File: src/source/issue_cfg.svh
`ifndef ISSUE_CFG_SVH
`define ISSUE_CFG_SVH

////////////////////////////////////////////////////////////
// sizes
////////////////////////////////////////////////////////////

`define ISSUE_DEPTH         8
`define ISSUE_PTR_BITS      3
`define QCOUNT_BITS         4   // holds 0 to ISSUE_DEPTH.
`define INST_WIDTH          32
`define ADDR_WIDTH          32
`define INST_ID_WIDTH       8
`define NUM_REGISTERS_LOG2  5
`define NUM_REG_MASKS       3
`define OP_CODE_BITS        6
`define MEM_OP_BITS         2
`define PIPE_BITS           2

////////////////////////////////////////////////////////////
// instruction fields and opcodes
////////////////////////////////////////////////////////////

`define OPCODE_MSB          31
`define OPCODE_LSB          26
`define REG_RS_MSB          25
`define REG_RS_LSB          21
`define REG_RT_MSB          20
`define REG_RT_LSB          16
`define REG_RD_MSB          15
`define REG_RD_LSB          11

`define OP_CODE_NOP         6'b000000
`define OP_CODE_CMP         6'b001010   // register alu group.
`define OP_CODE_TEST        6'b001011
`define OP_CODE_CMPI        6'b011010   // immediate alu group.
`define OP_CODE_TESTI       6'b011011
`define OP_CODE_LW          6'b100000
`define OP_CODE_SW          6'b100001
`define OP_CODE_JR          6'b111000   // sits in the jump group.

`define REG_MASK_RS0        3'b001
`define REG_MASK_RS1        3'b010
`define REG_MASK_RD         3'b100

`define MEM_OP_NONE         2'b00
`define MEM_OP_READ         2'b01

`define PIPE_ALU            2'd0
`define PIPE_BRANCH         2'd1
`define PIPE_MEMORY         2'd2

`endif

File: src/source/issue_pkg.sv
`include "issue_cfg.svh"

package issue_pkg;

  // instruction payload.
  typedef logic [`INST_WIDTH-1:0]         inst_t;
  typedef logic [`ADDR_WIDTH-1:0]         addr_t;
  typedef logic [`INST_ID_WIDTH-1:0]      inst_id_t;

  // decode fields.
  typedef logic [`NUM_REGISTERS_LOG2-1:0] reg_idx_t;
  typedef logic [`OP_CODE_BITS-1:0]       opcode_t;
  typedef logic [`NUM_REG_MASKS-1:0]      reg_mask_t;
  typedef logic [`MEM_OP_BITS-1:0]        mem_op_t;
  typedef logic [`PIPE_BITS-1:0]          pipe_t;

  // queue bookkeeping.
  typedef logic [`QCOUNT_BITS-1:0]        qcount_t;
  typedef logic [`ISSUE_PTR_BITS-1:0]     qptr_t;

  // one bit per head slot.
  typedef logic [1:0]                     issue_mask_t;

endpackage

File: src/source/issue_queue.sv
`include "issue_cfg.svh"

module issue_queue (
  input  logic                clk,
  input  logic                rst_n,
  input  logic                flush,
  input  logic                push0,
  input  logic                push1,
  input  issue_pkg::inst_t    push_inst0,
  input  issue_pkg::inst_t    push_inst1,
  input  issue_pkg::addr_t    push_pc0,
  input  issue_pkg::addr_t    push_pc1,
  input  issue_pkg::inst_id_t push_id0,
  input  issue_pkg::inst_id_t push_id1,
  input  logic [1:0]          pop_count,
  output logic                head_valid0,
  output logic                head_valid1,
  output issue_pkg::inst_t    head_inst0,
  output issue_pkg::inst_t    head_inst1,
  output issue_pkg::addr_t    head_pc0,
  output issue_pkg::addr_t    head_pc1,
  output issue_pkg::inst_id_t head_id0,
  output issue_pkg::inst_id_t head_id1,
  output issue_pkg::qcount_t  free
);
  import issue_pkg::*;

  inst_t    mem_inst [`ISSUE_DEPTH];
  addr_t    mem_pc   [`ISSUE_DEPTH];
  inst_id_t mem_id   [`ISSUE_DEPTH];

  qptr_t    rd_ptr;
  qptr_t    wr_ptr;
  qptr_t    rd_ptr1;
  qptr_t    wr_ptr1;
  qcount_t  count;
  qcount_t  push_num;

  assign push_num = qcount_t'(push0) + qcount_t'(push1);
  assign wr_ptr1  = wr_ptr + qptr_t'(push0);  // push1 lands behind push0.
  assign rd_ptr1  = rd_ptr + qptr_t'(1);

  always_ff @(posedge clk or negedge rst_n) begin
    if (!rst_n) begin
      rd_ptr <= '0;
      wr_ptr <= '0;
      count  <= '0;
    end else if (flush) begin
      rd_ptr <= '0;
      wr_ptr <= '0;
      count  <= '0;
    end else begin
      rd_ptr <= rd_ptr + qptr_t'(pop_count);
      wr_ptr <= wr_ptr + qptr_t'(push_num);
      count  <= count + push_num - qcount_t'(pop_count);
    end
  end

  always_ff @(posedge clk) begin
    if (!flush) begin
      if (push0) begin
        mem_inst[wr_ptr] <= push_inst0;
        mem_pc[wr_ptr]   <= push_pc0;
        mem_id[wr_ptr]   <= push_id0;
      end
      if (push1) begin
        mem_inst[wr_ptr1] <= push_inst1;
        mem_pc[wr_ptr1]   <= push_pc1;
        mem_id[wr_ptr1]   <= push_id1;
      end
    end
  end

  // head window.
  assign head_valid0 = count != '0;
  assign head_valid1 = count > qcount_t'(1);
  assign head_inst0  = mem_inst[rd_ptr];
  assign head_inst1  = mem_inst[rd_ptr1];
  assign head_pc0    = mem_pc[rd_ptr];
  assign head_pc1    = mem_pc[rd_ptr1];
  assign head_id0    = mem_id[rd_ptr];
  assign head_id1    = mem_id[rd_ptr1];

  assign free = qcount_t'(`ISSUE_DEPTH) - count;

  a_push_fits: assert property (@(posedge clk) disable iff (!rst_n) push_num <= free)
    else $error("issue_queue: more pushes than free entries");
  a_pop_fits: assert property (@(posedge clk) disable iff (!rst_n)
    qcount_t'(pop_count) <= count)
    else $error("issue_queue: pop count beyond stored entries");
  a_pop_pair: assert property (@(posedge clk) disable iff (!rst_n)
    (pop_count > 2'd1) |-> head_valid1)
    else $error("issue_queue: double pop with one head entry");

endmodule

File: src/source/reg_depends.sv
`include "issue_cfg.svh"

module reg_depends (
  input  issue_pkg::inst_t     instruction,
  output issue_pkg::reg_idx_t  reg_src0,
  output issue_pkg::reg_idx_t  reg_src1,
  output issue_pkg::reg_idx_t  reg_dest,
  output issue_pkg::reg_mask_t vld_mask
);
  import issue_pkg::*;

  opcode_t  opcode;
  reg_idx_t rs;
  reg_idx_t rt;
  reg_idx_t rd;

  assign opcode = instruction[`OPCODE_MSB:`OPCODE_LSB];
  assign rs     = instruction[`REG_RS_MSB:`REG_RS_LSB];
  assign rt     = instruction[`REG_RT_MSB:`REG_RT_LSB];
  assign rd     = instruction[`REG_RD_MSB:`REG_RD_LSB];

  always_comb begin
    reg_src0 = '0;
    reg_src1 = '0;
    reg_dest = '0;
    vld_mask = '0;
    casez (opcode)
      `OP_CODE_NOP: begin
      end
      `OP_CODE_JR: begin
        reg_src0 = rs;
        vld_mask = `REG_MASK_RS0;
      end
      6'b00????: begin  // register alu ops.
        reg_src0 = rs;
        reg_src1 = rt;
        reg_dest = rd;
        vld_mask = `REG_MASK_RS0 | `REG_MASK_RS1 | `REG_MASK_RD;
      end
      6'b01????: begin  // immediate ops write rt.
        reg_src0 = rs;
        reg_dest = rt;
        vld_mask = `REG_MASK_RS0 | `REG_MASK_RD;
      end
      6'b10????: begin
        if (opcode == `OP_CODE_LW) begin
          reg_src0 = rs;
          reg_dest = rt;
          vld_mask = `REG_MASK_RS0 | `REG_MASK_RD;
        end else if (opcode == `OP_CODE_SW) begin
          reg_src0 = rs;
          reg_src1 = rt;
          vld_mask = `REG_MASK_RS0 | `REG_MASK_RS1;
        end
      end
      default: begin  // jumps touch no registers.
      end
    endcase
  end

endmodule

File: src/source/hazard_check.sv
`include "issue_cfg.svh"

module hazard_check (
  input  logic                   head_valid0,
  input  logic                   head_valid1,
  input  issue_pkg::inst_t       if_id_instruction1,
  input  issue_pkg::mem_op_t     if_id_mem_op1,
  input  issue_pkg::reg_idx_t    src0_a,
  input  issue_pkg::reg_idx_t    src1_a,
  input  issue_pkg::reg_idx_t    dest_a,
  input  issue_pkg::reg_idx_t    src0_b,
  input  issue_pkg::reg_idx_t    src1_b,
  input  issue_pkg::reg_idx_t    dest_b,
  input  issue_pkg::reg_mask_t   mask_a,
  input  issue_pkg::reg_mask_t   mask_b,
  output issue_pkg::issue_mask_t hazard_mask
);
  import issue_pkg::*;

  reg_idx_t if_id_rt;
  logic     load_read;
  logic     load_hit_a;
  logic     load_hit_b;
  logic     dest_a_vld;
  logic     pair_dep;

  assign if_id_rt  = if_id_instruction1[`REG_RT_MSB:`REG_RT_LSB];
  assign load_read = if_id_mem_op1 == `MEM_OP_READ;

  // load in decode against either head slot.
  assign load_hit_a = head_valid0 &&
    ((|(mask_a & `REG_MASK_RS0) && src0_a == if_id_rt) ||
     (|(mask_a & `REG_MASK_RS1) && src1_a == if_id_rt));
  assign load_hit_b = head_valid1 &&
    ((|(mask_b & `REG_MASK_RS0) && src0_b == if_id_rt) ||
     (|(mask_b & `REG_MASK_RS1) && src1_b == if_id_rt));

  assign dest_a_vld = |(mask_a & `REG_MASK_RD);

  // slot 1 reading slot 0's result.
  assign pair_dep = dest_a_vld &&
    ((|(mask_b & `REG_MASK_RS0) && src0_b == dest_a) ||
     (|(mask_b & `REG_MASK_RS1) && src1_b == dest_a));

  always_comb begin
    if (load_read && (load_hit_a || load_hit_b)) begin
      hazard_mask = 2'b00;
    end else begin
      hazard_mask = {head_valid1 && !pair_dep, head_valid0};
    end
  end

  a_mask_order: assert final (!(hazard_mask[1] && !hazard_mask[0]))
    else $error("hazard_check: slot 1 issues without slot 0");

endmodule

File: src/source/steer.sv
`include "issue_cfg.svh"

module steer (
  input  issue_pkg::opcode_t     opcode0,
  input  issue_pkg::opcode_t     opcode1,
  input  logic                   head_valid1,
  input  issue_pkg::issue_mask_t hazard_mask,
  output issue_pkg::issue_mask_t issue_mask,
  output logic                   first
);
  import issue_pkg::*;

  pipe_t class0;
  pipe_t class1;
  logic  drop1;

  function automatic pipe_t pipe_class(input opcode_t op);
    pipe_t pc;
    casez (op)
      6'b11????: pc = `PIPE_BRANCH;
      6'b10????: pc = `PIPE_MEMORY;
      default: begin
        if (op == `OP_CODE_CMP || op == `OP_CODE_TEST ||
            op == `OP_CODE_CMPI || op == `OP_CODE_TESTI) begin
          pc = `PIPE_BRANCH;  // flag setters feed the branch pipe.
        end else begin
          pc = `PIPE_ALU;
        end
      end
    endcase
    return pc;
  endfunction

  assign class0 = pipe_class(opcode0);
  assign class1 = head_valid1 ? pipe_class(opcode1) : `PIPE_ALU;

  ////////////////////////////////////////////////////////////
  // lane 0 is branch, lane 1 is memory
  ////////////////////////////////////////////////////////////

  always_comb begin
    drop1 = 1'b0;
    first = 1'b0;
    case ({class0, class1})
      {`PIPE_BRANCH, `PIPE_BRANCH}: drop1 = 1'b1;  // one branch pipe.
      {`PIPE_MEMORY, `PIPE_MEMORY}: begin
        drop1 = 1'b1;
        first = 1'b1;
      end
      {`PIPE_MEMORY, `PIPE_BRANCH},
      {`PIPE_ALU, `PIPE_BRANCH},
      {`PIPE_MEMORY, `PIPE_ALU}: first = 1'b1;
      default: first = 1'b0;
    endcase
  end

  assign issue_mask = drop1 ? (hazard_mask & 2'b01) : hazard_mask;

endmodule

File: src/source/issue.sv
`include "issue_cfg.svh"

module issue (
  input  logic                clk,
  input  logic                rst_n,
  input  logic                flush,
  input  logic                push0,
  input  logic                push1,
  input  issue_pkg::inst_t    instruction0_in,
  input  issue_pkg::inst_t    instruction1_in,
  input  issue_pkg::addr_t    pc0_in,
  input  issue_pkg::addr_t    pc1_in,
  input  issue_pkg::inst_id_t id0_in,
  input  issue_pkg::inst_id_t id1_in,
  input  issue_pkg::inst_t    if_id_instruction1,
  input  issue_pkg::mem_op_t  if_id_mem_op1,
  output issue_pkg::qcount_t  free,
  output logic                stall,
  output logic                valid0_out,
  output logic                valid1_out,
  output issue_pkg::inst_t    instruction0_out,
  output issue_pkg::inst_t    instruction1_out,
  output issue_pkg::addr_t    pc0_out,
  output issue_pkg::addr_t    pc1_out,
  output issue_pkg::inst_id_t id0_out,
  output issue_pkg::inst_id_t id1_out
);
  import issue_pkg::*;

  logic        head_valid0;
  logic        head_valid1;
  inst_t       head_inst0;
  inst_t       head_inst1;
  addr_t       head_pc0;
  addr_t       head_pc1;
  inst_id_t    head_id0;
  inst_id_t    head_id1;
  reg_idx_t    src0_a;
  reg_idx_t    src1_a;
  reg_idx_t    dest_a;
  reg_idx_t    src0_b;
  reg_idx_t    src1_b;
  reg_idx_t    dest_b;
  reg_mask_t   mask_a;
  reg_mask_t   mask_b;
  issue_mask_t hazard_mask;
  issue_mask_t issue_mask;
  logic        first;
  logic [1:0]  pop_count;

  assign stall     = free == '0;
  assign pop_count = flush ? 2'd0 : 2'(issue_mask[0]) + 2'(issue_mask[1]);

  issue_queue q (
    .clk(clk), .rst_n(rst_n), .flush(flush),
    .push0(push0), .push1(push1),
    .push_inst0(instruction0_in), .push_inst1(instruction1_in),
    .push_pc0(pc0_in), .push_pc1(pc1_in),
    .push_id0(id0_in), .push_id1(id1_in),
    .pop_count(pop_count),
    .head_valid0(head_valid0), .head_valid1(head_valid1),
    .head_inst0(head_inst0), .head_inst1(head_inst1),
    .head_pc0(head_pc0), .head_pc1(head_pc1),
    .head_id0(head_id0), .head_id1(head_id1),
    .free(free)
  );

  reg_depends dep0 (
    .instruction(head_inst0), .reg_src0(src0_a), .reg_src1(src1_a),
    .reg_dest(dest_a), .vld_mask(mask_a)
  );

  reg_depends dep1 (
    .instruction(head_inst1), .reg_src0(src0_b), .reg_src1(src1_b),
    .reg_dest(dest_b), .vld_mask(mask_b)
  );

  hazard_check hc (
    .head_valid0(head_valid0), .head_valid1(head_valid1),
    .if_id_instruction1(if_id_instruction1), .if_id_mem_op1(if_id_mem_op1),
    .src0_a(src0_a), .src1_a(src1_a), .dest_a(dest_a),
    .src0_b(src0_b), .src1_b(src1_b), .dest_b(dest_b),
    .mask_a(mask_a), .mask_b(mask_b),
    .hazard_mask(hazard_mask)
  );

  steer st (
    .opcode0(head_inst0[`OPCODE_MSB:`OPCODE_LSB]),
    .opcode1(head_inst1[`OPCODE_MSB:`OPCODE_LSB]),
    .head_valid1(head_valid1), .hazard_mask(hazard_mask),
    .issue_mask(issue_mask), .first(first)
  );

  ////////////////////////////////////////////////////////////
  // lane placement
  ////////////////////////////////////////////////////////////

  always_comb begin
    valid0_out       = 1'b0;
    valid1_out       = 1'b0;
    instruction0_out = '0;
    instruction1_out = '0;
    pc0_out          = '0;
    pc1_out          = '0;
    id0_out          = '0;
    id1_out          = '0;
    if (!flush) begin
      if (issue_mask[0] && !first) begin
        valid0_out       = 1'b1;
        instruction0_out = head_inst0;
        pc0_out          = head_pc0;
        id0_out          = head_id0;
      end
      if (issue_mask[0] && first) begin  // swapped onto the memory lane.
        valid1_out       = 1'b1;
        instruction1_out = head_inst0;
        pc1_out          = head_pc0;
        id1_out          = head_id0;
      end
      if (issue_mask[1] && !first) begin
        valid1_out       = 1'b1;
        instruction1_out = head_inst1;
        pc1_out          = head_pc1;
        id1_out          = head_id1;
      end
      if (issue_mask[1] && first) begin
        valid0_out       = 1'b1;
        instruction0_out = head_inst1;
        pc0_out          = head_pc1;
        id0_out          = head_id1;
      end
    end
  end

endmodule

File: config.mk
export PLATFORM = sky130hd
export DESIGN_NAME = issue
export DESIGN_NICKNAME = d
export VERILOG_FILES = /design/src/source/issue_pkg.sv /design/src/source/issue_queue.sv /design/src/source/reg_depends.sv /design/src/source/hazard_check.sv /design/src/source/steer.sv /design/src/source/issue.sv
export VERILOG_INCLUDE_DIRS = /design/src /design/src/source
export SDC_FILE = /design/constraint.sdc
export NUM_CORES = 1
export LEC_CHECK = 0
export BUFFER_PORTS_ARGS = -buffer_cell sky130_fd_sc_hd__buf_2
export CAP_MARGIN = 10
export CORE_ASPECT_RATIO = 0.8
export CORE_UTILIZATION = 48
export CTS_BUF_LIST = sky130_fd_sc_hd__clkbuf_4 sky130_fd_sc_hd__clkbuf_8
export CTS_CLUSTER_SIZE = 16
export DETAILED_ROUTE_END_ITERATION = 7
export GPL_ROUTABILITY_DRIVEN = 0
export PLACE_DENSITY = 0.67
export SYNTH_ARGS = -nofsm -noshare
export SYNTH_HDL_FRONTEND = slang
export SYNTH_SLANG_ARGS = --single-unit
File: constraint.sdc
create_clock -name clk -period 14.5 [get_ports clk]
set_input_delay 3.625 -clock clk [delete_from_list [all_inputs] [get_ports clk]]
set_output_delay 3.625 -clock clk [all_outputs]
set_load 0.03 [all_outputs]
== Word-level counts from Yosys, hierarchy flattened ==
Memory sizes are Yosys's and may differ from the RTL's.
Index checks and enable logic that the tools add are counted.
W data, S select, Z words.
Storage, ports and cells
  bits in writable memories: 576
  output and inout port bits: 151
  memories kept: 3
  logic and storage cells: 157
  bits in registers: 10
  input bits: 183
Operators by class
  $add $sub $neg: 9
  reduce and logical (&&, ||, !) cells: 39
  magnitude comparators: 1
  muxes and demuxes: 70
  equality and inequality tests: 32
Memory list
  q.mem_inst: depth 8, bits a word 32, read ports 2, clocked after Yosys merged registers in 0, write ports 2, RTL line issue_queue.sv:28  | inst_t mem_inst [`ISSUE_DEPTH];
  q.mem_pc: depth 8, bits a word 32, read ports 2, clocked after Yosys merged registers in 0, write ports 2, RTL line issue_queue.sv:29  | addr_t mem_pc [`ISSUE_DEPTH];
  q.mem_id: depth 8, bits a word 8, read ports 2, clocked after Yosys merged registers in 0, write ports 2, RTL line issue_queue.sv:30  | inst_id_t mem_id [`ISSUE_DEPTH];
Operators with widths (count)
  $mux W32: 12
  $mux W5: 12
  $pmux W5 S2: 6
  $mux W8: 6
  $eq A6 B6 Y1 const B: 6
  $eq A5 B5 Y1: 6
  $eq A6 B4 Y1 const B: 4
  $eq A6 B5 Y1 const B: 4
  $mux W1: 16
  $logic_and A1 B1 Y1: 15
  $pmux W5 S3: 1
  $mux W2: 7
  $eq A4 B4 Y1 const B: 3
  $logic_not A6 Y1: 2
  $pmux W2 S2: 3
  $logic_or A1 B1 Y1: 10
  $reduce_or A2 Y1: 5
  $mux W3: 3
  $pmux W3 S3: 1
  $eq A2 B2 Y1 const B: 4
  $eq A2 B1 Y1 const B: 3
  $pmux W2 S3: 1
  $pmux W3 S2: 1
  $add A1 B1 Y2: 2
  16 further kinds: 18

== Logic depth before layout (Yosys ltp) ==
An unclocked memory read counts as a cell.
  depth in word-level cells: 19
  gate-level depth with buffers: 24
  mapped depth without buffers: 20

== Modules after synthesis ==
Synthesis repeated with hierarchy kept, for this count alone.
Unflattened totals
  cells, all modules: 2335
  area, all modules: 36871.6 um2
By module, submodules not included
  issue_queue: instances 1, area an instance 33540.9 um2, cells each 1819
  issue: instances 1, area an instance 2180.8 um2, cells each 346
  reg_depends: instances 2, area an instance 296.5 um2, cells each 51
  hazard_check: instances 1, area an instance 455.4 um2, cells each 54
  steer: instances 1, area an instance 101.3 um2, cells each 14

== Worst setup path after synthesis ==
Ideal clock, no wire load.
  path type: input -> register
  start point: input port flush
  end point: memory q.mem_id[0][0] in the netlist's numbering, enable pin
  data arrival time: 9616 ps
  path slack: 4275 ps
  stages on the path: 3
  data required time: 13891 ps
  cells stage by stage: clkbuf_1 > or3b_2 > o31ai_1
RTL lines
  from (decl): RTL line issue.sv:6  | input logic flush,
  to (decl): RTL line issue_queue.sv:30

== Worst setup path after layout ==
  start point: register q.rd_ptr[0]
  end point: output port valid1_out
On the way
  longest elaborated chain between the ends: 19
  elaborated cells between the ends (all ways): 107
  those cells by class: add/sub: 1; eq/ne: 31; mux: 39; reduce/logical: 35; memory: 1
RTL lines
  from (decl): RTL line issue_queue.sv:32  | qptr_t rd_ptr;
  from (signal assigned): RTL line issue_queue.sv:53  | rd_ptr <= rd_ptr + qptr_t'(pop_count);
  $add A3 B1 Y3: RTL line issue_queue.sv:41  | assign rd_ptr1 = rd_ptr + qptr_t'(1);
  $mem_v2 Z8 W32 (*)
  $eq A6 B6 Y1 (no line)
  $mux W5: RTL line reg_depends.sv:50  | end else if (opcode == `OP_CODE_SW) begin
  $mux W5: RTL line reg_depends.sv:46  | if (opcode == `OP_CODE_LW) begin
  $pmux W5 S2: RTL line reg_depends.sv:27  | casez (opcode)
  $pmux W5 S2 / $mux W5 (equally long branches): RTL line reg_depends.sv:27
  $eq A5 B5 Y1, on equally long branches: RTL line hazard_check.sv:35, hazard_check.sv:36
  [... 3 more ...]
  $logic_or A1 B1 Y1: RTL line hazard_check.sv:46  | if (load_read && (load_hit_a || load_hit_b)) begin
  $logic_and A1 B1 Y1: RTL line hazard_check.sv:46
  $mux W2: RTL line hazard_check.sv:46
  $mux W2: RTL line steer.sv:57  | assign issue_mask = drop1 ? (hazard_mask & 2'b01) : hazard_mask;
  $logic_and A1 B1 Y1: RTL line issue.sv:114  | if (issue_mask[0] && first) begin
  $mux W1: RTL line issue.sv:114
  $mux W1 (*): RTL line issue.sv:120  | if (issue_mask[1] && !first) begin
  $mux W1 (*): RTL line issue.sv:107  | if (!flush) begin
  to (decl): RTL line issue.sv:20  | output logic valid1_out,
Mark *: on every way between the ends. The rest lies on a longest branch, timed or not.

==> results.ini <==
[status]
status=complete, no violations

[setup_path]
r2r_slack_ns=7.25
r2r_cells=20
setup.worst_path.end_class=primary output
worstPathArrival_ns=7.46
reg2reg_from=q.rd_ptr[0]
reg2reg_to=q.count[3]
crit_fanout=86
worstPathRequired_ns=10.88
startpoint_type=register
critical_path_class=register to primary output

[floorplanning]
rows=90
dieHeight_um=249
dieArea_um2=77600
core_um2=75600
boundaryPins=334
initial_core_util_pct=48.6
fp.dieW_um=311

[sta]
grt_setup_unrepaired=false
finalHoldViolCount=0
min_period_ns=11.09
period_share_pct=76.5
tightest_slew_ns=1.20
setup_tns_ns=0
finalClockSkew_ns=0.0317
max_slew_margin_pct=19.9
final-setup-viol-count=0
max_freq_mhz=90.2
maxSlewViolCount=0

[grt]
antenna_found_initial=21
grt_pass1_vias=25424
grt-ovfl-total=0
grt_pass1_wl_um=167000
grt_max_degree=87
gr-usage-all-layers_pct=29.0

[logic_synthesis]
syn-mean-instance-area_um2=15.2
synth_fp_nets=2619
syn_inst=2418
async_flop_share_pct=1.71
seq_area_frac_synth_pct=47.8
muxShareOfSynthArea_pct=38.4
synth_area_um2=36700
synthSimpleGateAreaFrac_pct=4.09
ys.flop_type=edfxtp_1
synth_seq_cells=586
synth_xor_area_share_pct=0.716
synth_compound_area_share_pct=5.53
ys_types=74
synth_fa_ha_area_share_pct=0.695
yosys_warnings=0
synth_top_family_by_area=multiplexers
synth_edf_count=576

[run]
max_cap_viol_count=0

[placed_design]
dp_hpwl_um=63200
place_inst=3589
portBuffers=306

[routing]
final_antenna_net_count=0
drtIter0Drc=2592
vias=24800
drtPass1Iterations=5
vias_per_cell=6.56
drc=0
wl_per_cell_um=30.2
wirelength_um=114000

[clock_tree]
root_buffer=clkbuf_8
clock_latency_ns=0.70
cts_max_level=3
tritoncts=yes
clk_pin_slew_worst_paths_ns=0.06
cts_setup_buffers=0
cts_hold_buf=0
cts-resized-gates=0
numCtsBuffers=100
cts.path.max_buffers=3
cts_sinks=586

[worst_hold_path]
min_to=q.wr_ptr[0]
hold_start=q.wr_ptr[0]
hold_depth=2
hold_path.class=register to register

[power_and_ir_drop]
ir_drop_uv=117
power_leakage_nw=14.2
power.density_nw_per_um2=175

[final_layout]
syn_to_final_growth_pct=12.2
fin_nets=2880
drive_gt1_share_pct=51.8
finalNonFillerCells=3778
n_fill_cell=6064

-- final cells by class --
type,count,area [um^2],share of cell area (%)
Timing Repair Buffer,352,1890,4.59
Multi-Input combinational cell,1612,18400,44.6
Tap cell,1012,1270,3.07
Clock buffer,132,1630,3.96
Sequential cell,586,17600,42.6
Clock inverter,42,330,0.802
Antenna cell,15,37.5,0.0911
Inverter,27,101,0.246
-- synthesized netlist by cell type (11+ instances only) --
cell type  instances  share of area (%)
buf_2             17               0.23
inv_1             25               0.26
edfxtp_1         576                 47
nand2b_1          11               0.19
clkbuf_1         119                1.2
o2bb2ai_1         14               0.33
nor2b_1           11               0.19
mux4_2           272                 17
a22o_1           114                2.7
a21oi_1           66               0.90
buf_1             31               0.32
xnor2_1           24               0.57
or2_2             13               0.22
ha_1              14               0.48
buf_6             15               0.46
a2bb2o_1          20               0.55
mux2i_1          104                2.8
nor3_1            17               0.23
o21ai_0           13               0.18
mux2_2           593                 18
nor2_1            80               0.82
nand2_1          142                1.5
-- sequential cells by signal, indices dropped and copies added (netlist names) --
name / count
q.count: 4
q.mem_id: 64
q.mem_inst: 256
q.mem_pc: 256
q.rd_ptr: 3
q.wr_ptr: 3
-- worst max-delay path by stage --
stage | from | endpoint | slack (ns) | depth (start not counted)
floorplan | flush | q.mem_id[0][0] | 4.28 | 3
global route | q.rd_ptr[0] | instruction0_out[29] | 3.05 | 13
CTS | q.rd_ptr[0] | instruction0_out[29] | 3.39 | 13
detailed placement | if_id_instruction1[19] | instruction0_out[29] | 3.87 | 10
global placement | if_id_instruction1[19] | instruction0_out[29] | 3.90 | 10
finish | q.rd_ptr[0] | valid1_out | 3.41 | 13
-- stage by stage --
stage | hold WS [ns] | utilization [%] | power (W) | setup WS, ns | cell area [um^2]
floorplan | 0.626 | - | 0.00472 | 4.28 | 36700
global placement | 0.677 | 51.9 | 0.00566 | 3.90 | 39200
detailed placement | 0.696 | 51.9 | 0.00570 | 3.87 | 39200
CTS | 0.715 | 54.5 | 0.00722 | 3.39 | 41100
global route | 0.729 | 54.5 | 0.00750 | 3.05 | 41200
finish | 0.719 | 54.5 | 0.00720 | 3.41 | 41200
-- kinds of logic (layout without fill, tap and decap cells) --
kind of cell | Yosys count | in the layout
simple gates | 318 | 318
flops | 586 | 586
buf+inv | 220 | 553
fa+ha+maj | 18 | 18
mux | 981 | 981
xor+xnor | 30 | 30
other cells | 0 | 15
compound gates | 265 | 265
-- where the power goes --
part	switching, W	internal (W)	leakage [nW]
Combinational	0.00225	0.00136	7.83
Sequential	0.0000945	0.00199	5.36
Clock	0.000695	0.000817	1.04
Total	0.00304	0.00416	14.2
-- placed cells by master, fill, tap and decap left out, types with 15 or more instances in the layout --
cell and instances:
mux2i_1 104, clkinv_1 21, clkbuf_8 102, inv_1 25, mux4_2 272, nor2_1 78
diode_2 15, mux2_2 593, a2bb2o_1 20, nor3_1 15, nand2_1 136, buf_4 46
clkbuf_4 30, buf_2 305, xnor2_1 23, a22o_1 114, edfxtp_1 576, a21oi_1 66
-- per-layer routing --
layer / share of wire (%) / GRT usage (%) / vias to the layer above
li1: - / - / 10405
met1: 40 / 39.5 / 12986
met2: 48 / 47.3 / 1151
met3: 8.8 / 5.75 / 240
met4: 2.6 / 8.53 / 18
met5: 0.094 / 0 / -
-- worst max-delay path: stages (launching register included) --
cell and delay (ns):
dfrtp_4 1.08, ha_4 0.81, buf_12 0.43, mux4_2 0.59, mux2i_1 0.50, xnor2_1 0.19
nor4_1 0.08, nand3_1 0.14, o221ai_1 0.24, nor3_2 0.21, buf_4 0.83, nand2b_1 0.69
o41ai_1 0.39, buf_2 0.34
No activity file was read; power rests on OpenSTA's default activity.
